`src/design/sr_pkg.sv`:
```
/* Shared widths, word and counter types, divide-select codes
   and packed structs for the sideband shift-register channel */

package sr_pkg;

  ////////////////////
  // Link widths
  ////////////////////

  localparam int SR_WIDTH = 16;  // Bits per status word
  localparam int SR_CNT_W = 4;   // Bit position counter width

  typedef logic [SR_WIDTH-1:0] sr_word_t;  // One status word
  typedef logic [SR_CNT_W-1:0] sr_cnt_t;   // Bit position within a frame
  typedef logic [1:0]          sr_div_sel_t;  // Shift-rate select

  ////////////////////
  // Rate select codes
  ////////////////////

  // Code 3 is not named and also selects divide by 4
  localparam sr_div_sel_t DIV_SEL_1 = 2'd0;  // Undivided
  localparam sr_div_sel_t DIV_SEL_2 = 2'd1;  // Divide by 2
  localparam sr_div_sel_t DIV_SEL_4 = 2'd2;  // Divide by 4

  ////////////////////
  // Bundles
  ////////////////////

  typedef struct packed {
    logic        scan_mode_n;  // Scan mode, active low
    logic        scg_en;       // Shift clock gating enable
    sr_div_sel_t div_sel;      // Shift-rate select
  } sr_clk_cfg_t;

  // Forwarded strobe, serial data and last-bit marker
  typedef struct packed {
    logic strobe;
    logic data;
    logic load;
  } sr_link_t;

endpackage

```
`src/design/sr_adapt_top.sv`:
```
/* Sideband SR channel top: clock control, serializer and deserializer */

`timescale 1ns/100ps

module sr_adapt_top import sr_pkg::*; (
  input  logic        i_tx_sr_clk,
  input  logic        i_reset,
  // Configuration
  input  sr_clk_cfg_t i_cfg,
  // Transmit side
  input  sr_word_t    i_tx_word,
  output logic        o_tx_ack,
  output sr_link_t    o_link,
  // Receive side
  input  sr_link_t    i_link,
  output sr_word_t    o_rx_word,
  output logic        o_rx_valid,
  output logic        o_frame_err
);

  logic shift_stb;  // One-cycle shift strobe at the selected rate

  ////////////////////
  // Clock control
  ////////////////////

  sr_clk_ctl u_clk_ctl (
    .i_tx_sr_clk (i_tx_sr_clk),
    .i_reset     (i_reset),
    .i_cfg       (i_cfg),
    .o_shift_stb (shift_stb)
  );

  ////////////////////
  // Transmit path
  ////////////////////

  sr_tx_serializer u_tx (
    .i_tx_sr_clk (i_tx_sr_clk),
    .i_reset     (i_reset),
    .i_shift_stb (shift_stb),
    .i_tx_word   (i_tx_word),
    .o_tx_ack    (o_tx_ack),
    .o_link      (o_link)
  );

  ////////////////////
  // Receive path
  ////////////////////

  // Far side link is looped back outside in single-die tests
  sr_rx_deserializer u_rx (
    .i_tx_sr_clk (i_tx_sr_clk),
    .i_reset     (i_reset),
    .i_link      (i_link),
    .o_rx_word   (o_rx_word),
    .o_rx_valid  (o_rx_valid),
    .o_frame_err (o_frame_err)
  );

endmodule

```
`src/design/sr_clk_ctl.sv`:
```
/* Shift-rate divider with scan override and shift gating */

`timescale 1ns/100ps

module sr_clk_ctl import sr_pkg::*; (
  input  logic        i_tx_sr_clk,
  input  logic        i_reset,
  input  sr_clk_cfg_t i_cfg,
  output logic        o_shift_stb
);

  logic [1:0] live_last;  // Rate minus one from the current config
  logic [1:0] held_last;  // Rate minus one of the period in progress
  logic [1:0] eff_last;
  logic [1:0] div_cnt;
  logic       run;

  ////////////////////
  // Rate selection
  ////////////////////

  always_comb begin
    if (!i_cfg.scan_mode_n) begin
      live_last = 2'd0;  // Scan forces the undivided rate
    end else begin
      case (i_cfg.div_sel)
        DIV_SEL_1: live_last = 2'd0;
        DIV_SEL_2: live_last = 2'd1;
        DIV_SEL_4: live_last = 2'd3;
        default:   live_last = 2'd3;  // Code 3 also divides by 4
      endcase
    end
  end

  // A new rate is picked up only when a period starts at count zero
  assign eff_last = (div_cnt == 2'd0) ? live_last : held_last;

  // Gating only applies outside scan mode
  assign run = !i_cfg.scg_en || !i_cfg.scan_mode_n;

  ////////////////////
  // Divide counter
  ////////////////////

  always_ff @(posedge i_tx_sr_clk) begin
    if (i_reset) begin
      div_cnt     <= 2'd0;
      held_last   <= 2'd0;
      o_shift_stb <= 1'b0;
    end else if (run) begin
      held_last <= eff_last;
      if (div_cnt == eff_last) begin
        div_cnt     <= 2'd0;  // Wrap and fire one strobe
        o_shift_stb <= 1'b1;
      end else begin
        div_cnt     <= div_cnt + 2'd1;
        o_shift_stb <= 1'b0;
      end
    end else begin
      o_shift_stb <= 1'b0;  // Counter holds while gated
    end
  end

endmodule

```
`src/design/sr_rx_deserializer.sv`:
```
/* Receive deserializer assembling words on the load marker
   and flagging markers at the wrong bit position */

`timescale 1ns/100ps

module sr_rx_deserializer import sr_pkg::*; (
  input  logic     i_tx_sr_clk,
  input  logic     i_reset,
  input  sr_link_t i_link,
  output sr_word_t o_rx_word,
  output logic     o_rx_valid,
  output logic     o_frame_err
);

  sr_word_t shift_q;   // Bits received so far, MSB first
  sr_word_t assembled;
  sr_cnt_t  bit_cnt;
  logic     at_last;

  assign assembled = {shift_q[SR_WIDTH-2:0], i_link.data};
  assign at_last   = (bit_cnt == sr_cnt_t'(SR_WIDTH - 1));

  ////////////////////
  // Shift register
  ////////////////////

  always_ff @(posedge i_tx_sr_clk) begin
    if (i_link.strobe) begin
      shift_q <= assembled;
    end
  end

  // Published word is overwritten in place by the next good frame
  always_ff @(posedge i_tx_sr_clk) begin
    if (i_link.strobe && i_link.load && at_last) begin
      o_rx_word <= assembled;
    end
  end

  ////////////////////
  // Framing
  ////////////////////

  always_ff @(posedge i_tx_sr_clk) begin
    if (i_reset) begin
      bit_cnt     <= '0;
      o_rx_valid  <= 1'b0;
      o_frame_err <= 1'b0;
    end else begin
      o_rx_valid  <= 1'b0;  // Both flags are single-cycle pulses
      o_frame_err <= 1'b0;
      if (i_link.strobe) begin
        if (i_link.load) begin
          bit_cnt <= '0;  // Any marker restarts the frame
          if (at_last) begin
            o_rx_valid <= 1'b1;
          end else begin
            o_frame_err <= 1'b1;  // Marker at the wrong position
          end
        end else begin
          bit_cnt <= bit_cnt + sr_cnt_t'(1);  // Wraps after bit 15
        end
      end
    end
  end

endmodule

```
`src/design/sr_tx_serializer.sv`:
```
/* Transmit serializer loading a status word per frame and shifting
   it out MSB first with a last-bit load marker */

`timescale 1ns/100ps

module sr_tx_serializer import sr_pkg::*; (
  input  logic     i_tx_sr_clk,
  input  logic     i_reset,
  input  logic     i_shift_stb,
  input  sr_word_t i_tx_word,
  output logic     o_tx_ack,
  output sr_link_t o_link
);

  sr_word_t shift_q;    // Bits still to be sent, left aligned
  sr_word_t next_word;  // Word whose MSB goes out on this strobe
  sr_cnt_t  bit_cnt;
  logic     frame_start;
  logic     last_bit;

  assign frame_start = (bit_cnt == '0);
  assign last_bit    = (bit_cnt == sr_cnt_t'(SR_WIDTH - 1));

  // New word is taken in the same cycle as the first strobe of a frame
  assign next_word = frame_start ? i_tx_word : shift_q;
  assign o_tx_ack  = i_shift_stb && frame_start;

  ////////////////////
  // Shift register
  ////////////////////

  always_ff @(posedge i_tx_sr_clk) begin
    if (i_shift_stb) begin
      shift_q <= next_word << 1;
    end
  end

  // Bit position wraps from 15 back to 0, so frames run back to back
  always_ff @(posedge i_tx_sr_clk) begin
    if (i_reset) begin
      bit_cnt <= '0;
    end else if (i_shift_stb) begin
      bit_cnt <= bit_cnt + sr_cnt_t'(1);
    end
  end

  ////////////////////
  // Link register
  ////////////////////

  always_ff @(posedge i_tx_sr_clk) begin
    if (i_reset) begin
      o_link <= '0;
    end else begin
      o_link.strobe <= i_shift_stb;                // Forwarded one cycle late
      o_link.load   <= i_shift_stb && last_bit;    // Marks bit 15
      if (i_shift_stb) begin
        o_link.data <= next_word[SR_WIDTH-1];
      end
    end
  end

endmodule

```
`config.mk`:
```
export PLATFORM = sky130hd
export DESIGN_NAME = sr_adapt_top
export DESIGN_NICKNAME = d
export VERILOG_FILES = /design/src/design/sr_pkg.sv /design/src/design/sr_adapt_top.sv /design/src/design/sr_clk_ctl.sv /design/src/design/sr_rx_deserializer.sv /design/src/design/sr_tx_serializer.sv
export SDC_FILE = /design/constraint.sdc
export NUM_CORES = 1
export LEC_CHECK = 0
export BUFFER_PORTS_ARGS = -buffer_cell sky130_fd_sc_hd__buf_2
export CAP_MARGIN = 20
export CORE_MARGIN = 2
export CORE_UTILIZATION = 35
export DETAILED_ROUTE_END_ITERATION = 7
export PLACE_DENSITY_LB_ADDON = 0.15
export SYNTH_ARGS = -nofsm -noshare
export SYNTH_HDL_FRONTEND = slang
export SYNTH_HIERARCHICAL = 1
export SYNTH_SLANG_ARGS = --single-unit
```
`constraint.sdc`:
```
create_clock -name i_tx_sr_clk -period 2.7 [get_ports i_tx_sr_clk]
set_clock_uncertainty 0.1 [all_clocks]
set_input_delay 0.81 -clock i_tx_sr_clk [delete_from_list [all_inputs] [get_ports i_tx_sr_clk]]
set_output_delay 0.81 -clock i_tx_sr_clk [all_outputs]
set_load 0.03 [all_outputs]
```
==> qor.yml <==
synth:
  yosys-top-cells-area: "edfxtp_1, dfxtp_1, mux2_2"
  yosys.cell_types.count: 36
  synth.cell_area_sq_mm: 0.00241
  synth_edf_count: 46
  synth_ff_type: "edfxtp_1"
  synth_nets: 184
  avgSynthCellArea_sq_um: 15.6
  synth_area_leader_cell: "edfxtp_1"
  syn_inst: 155
  ys_seq_elements: 64
  yosysSeqAreaShare: 0.721
  synth.top_cell.area_share: 0.572
  async_reset_ff_frac: 0
  yosys_warnings: 6
setup_path:
  required_ns: 1.79
  critPathKind: "reg -> out"
  worstPathMaxFanout: 4
  arrival_ns: 1.42
  end_kind: "output pin"
  critPathLaunchType: "flop"
clock_network:
  cts_tree: "done"
  clkTransAtPathRegs_ns: 0.07
  ctsResizeCount: 0
  postCtsSetupRepairBufs: 0
  h-tree-depth: 3
  clock-sinks: 64
  cts_buffers: 9
  clk_latency_ns: 0.33
  clk_root_buffer_cell: "clkbuf_8"
  holdBufCountCts: 0
  cts_max_path_buffers: 2
drt:
  drc: 0
  wl_met2_microns: 1930
  first_pass_iters: 4
  first_iter_violations: 55
  ant_nets: 0
  wirelength_met1_microns: 1810
  num_vias: 1420
  routedWlPerCell_microns: 13.3
  wl_met3_microns: 165
  vias_per_cell: 4.77
  top_layer: "met4"
  routed_wl_microns: 3960
place:
  dpl-instance-area_sq_mm: 0.00275
  portBuffers: 46
  place.gp.congestion: 0.799
  dp_hpwl_microns: 2720
die:
  ios: 47
  core_area_sq_mm: 0.00672
  die_w_microns: 87.1
  start_util: 0.359
  rows: 30
  dieHeight_microns: 87.1
  die_area_sq_mm: 0.00758
sta:
  setup_viol: 0
  fin_setup_tns_ns: 0
  fmaxAchievable_ghz: 0.429
  post-route-period-util: 0.864
  drv_slew: 0
  final.min_clock_period_ns: 2.33
  rsz0062_at_grt: "no"
  hold_violations: 0
  worst-slew-pin-transition_ns: 0.369
  relSlewSlack: 0.751
final_layout:
  fin_nets: 242
  area_growth_pct: 23.4
  n_antenna_cell: 0
  final_layout_size_suffix_gt1_frac: 0.399
  stdcell_area_sq_mm: 0.00298
outcome:
  outcome: "completed"
grt:
  overflow: 0
  grt_pass1_wl_microns: 6200
  grt_max_degree: 23
  antenna_found_initial: 0
  track_usage: 0.109
  grt_pass1_vias: 1361
pwr:
  peakVddDrop_mv: 0.324
  power_leakage_nw: 1.14
  powerDensity_mw_per_mm2: 875
flow_run:
  cap_viol_max_count: 0
worst_hold_path:
  timing.hold.worst.class: "reg -> reg"
==> worst paths after layout <==
check        slack [ns]                    end                  from  depth (start not counted)
max                0.37               o_tx_ack       u_tx/bit_cnt[0]                          5
min                0.33     u_rx/o_rx_word[15]      u_rx/shift_q[14]                          0
max reg2reg        0.89  u_clk_ctl/o_shift_stb  u_clk_ctl/div_cnt[0]                          6
min reg2reg        0.33     u_rx/o_rx_word[15]      u_rx/shift_q[14]                          0
==> where the power goes <==
part / total [mW] / internal, mW / switching (mW)
sequential: 1.24 / 1.19 / 0.0434
clock: 0.910 / 0.531 / 0.379
combinational: 0.461 / 0.218 / 0.242
==> logic make-up after synthesis <==
| logic type | after synthesis | synth area share |
|---|---|---|
| multiplexers | 17 | 0.0777 |
| adder cells (fa/ha/maj) | 4 | 0.0207 |
| buffers and inverters | 7 | 0.0155 |
| flip-flops | 64 | 0.721 |
| XOR/XNOR | 3 | 0.0109 |
| AND/OR/NAND/NOR | 46 | 0.114 |
| AO/OA/AOI/OAI | 14 | 0.0399 |
==> synth_stat cells, types with 3 or more instances <==
cell      instances
nand3_1           6
nor2_1           11
inv_1             4
nor2b_1           3
mux2i_1           3
nand2_1           6
dfxtp_1          18
o21ai_0           4
a21oi_1           4
edfxtp_1         46
and2_1            3
mux2_2           14
nand4_1           3
ha_1              4
==> cell type report <==
type	count	area [sq um]
multi-input combinational	84	636
fill	612	3740
tap	80	100
clock buffer	9	124
timing repair buffer	50	260
clock inverter	7	103
inverter	4	15.0
sequential	64	1740
==> cell usage in the layout (no fill, tap or decap) <==
cell type	count
clkbuf_8	9
nor3b_1	2
o311ai_1	2
nor2b_1	3
nor4bb_1	1
nor3b_2	1
dfxtp_1	18
or3_4	1
edfxtp_1	46
nand3b_1	1
xnor2_1	1
ha_1	4
nor2_1	11
a22o_1	1
a211oi_2	1
a21oi_1	4
bufinv_16	2
nor3b_4	1
o21ai_0	4
xor2_1	2
nand3_1	6
o211a_1	1
clkinv_4	1
and2_1	3
buf_4	4
or3_1	1
nand4_1	3
nand2b_1	1
inv_1	4
nand2_1	6
mux2_2	14
mux2i_1	3
inv_6	3
buf_2	46
and3_2	1
clkinvlp_4	1
and4_2	1
nor3_1	2
a22oi_1	1
nor3_2	1
==> worst max-delay path: stages (launching register included) <==
cell and delay, ns:
dfxtp_1 0.39, inv_1 0.06, ha_1 0.18, nor3b_4 0.14, and2_1 0.15, buf_2 0.17
==> stage by stage <==
step | hold slack, ns | util | cells | total power [mW] | worst slack [ns]
floorplan | 0.300 | - | 155 | 1.61 | 0.447
global placement | 0.301 | 0.410 | 282 | 1.69 | 0.694
detailed placement | 0.317 | 0.410 | 282 | 1.73 | 0.651
CTS | 0.335 | 0.443 | 298 | 2.65 | 0.342
global route | 0.347 | 0.443 | 298 | 2.74 | 0.271
finish | 0.334 | 0.443 | 298 | 2.61 | 0.368
==> flip-flops by register name, summed over array words and instances, names as in the netlist <==
register and flops:
u_rx/o_rx_word 16, u_rx/shift_q 15, u_tx/shift_q 15, u_rx/bit_cnt 4, u_tx/bit_cnt 4, u_tx/o_link 3
u_clk_ctl/div_cnt 2, u_clk_ctl/held_last 2, u_clk_ctl/o_shift_stb 1, u_rx/o_frame_err 1, u_rx/o_rx_valid 1
==> layer usage <==
layer	track usage	up-vias
li1	-	699
met1	0.128	689
met2	0.171	28
met3	0.0303	4
met4	0.0781	0
met5	0	-
Power figures use the tool's default switching activity.
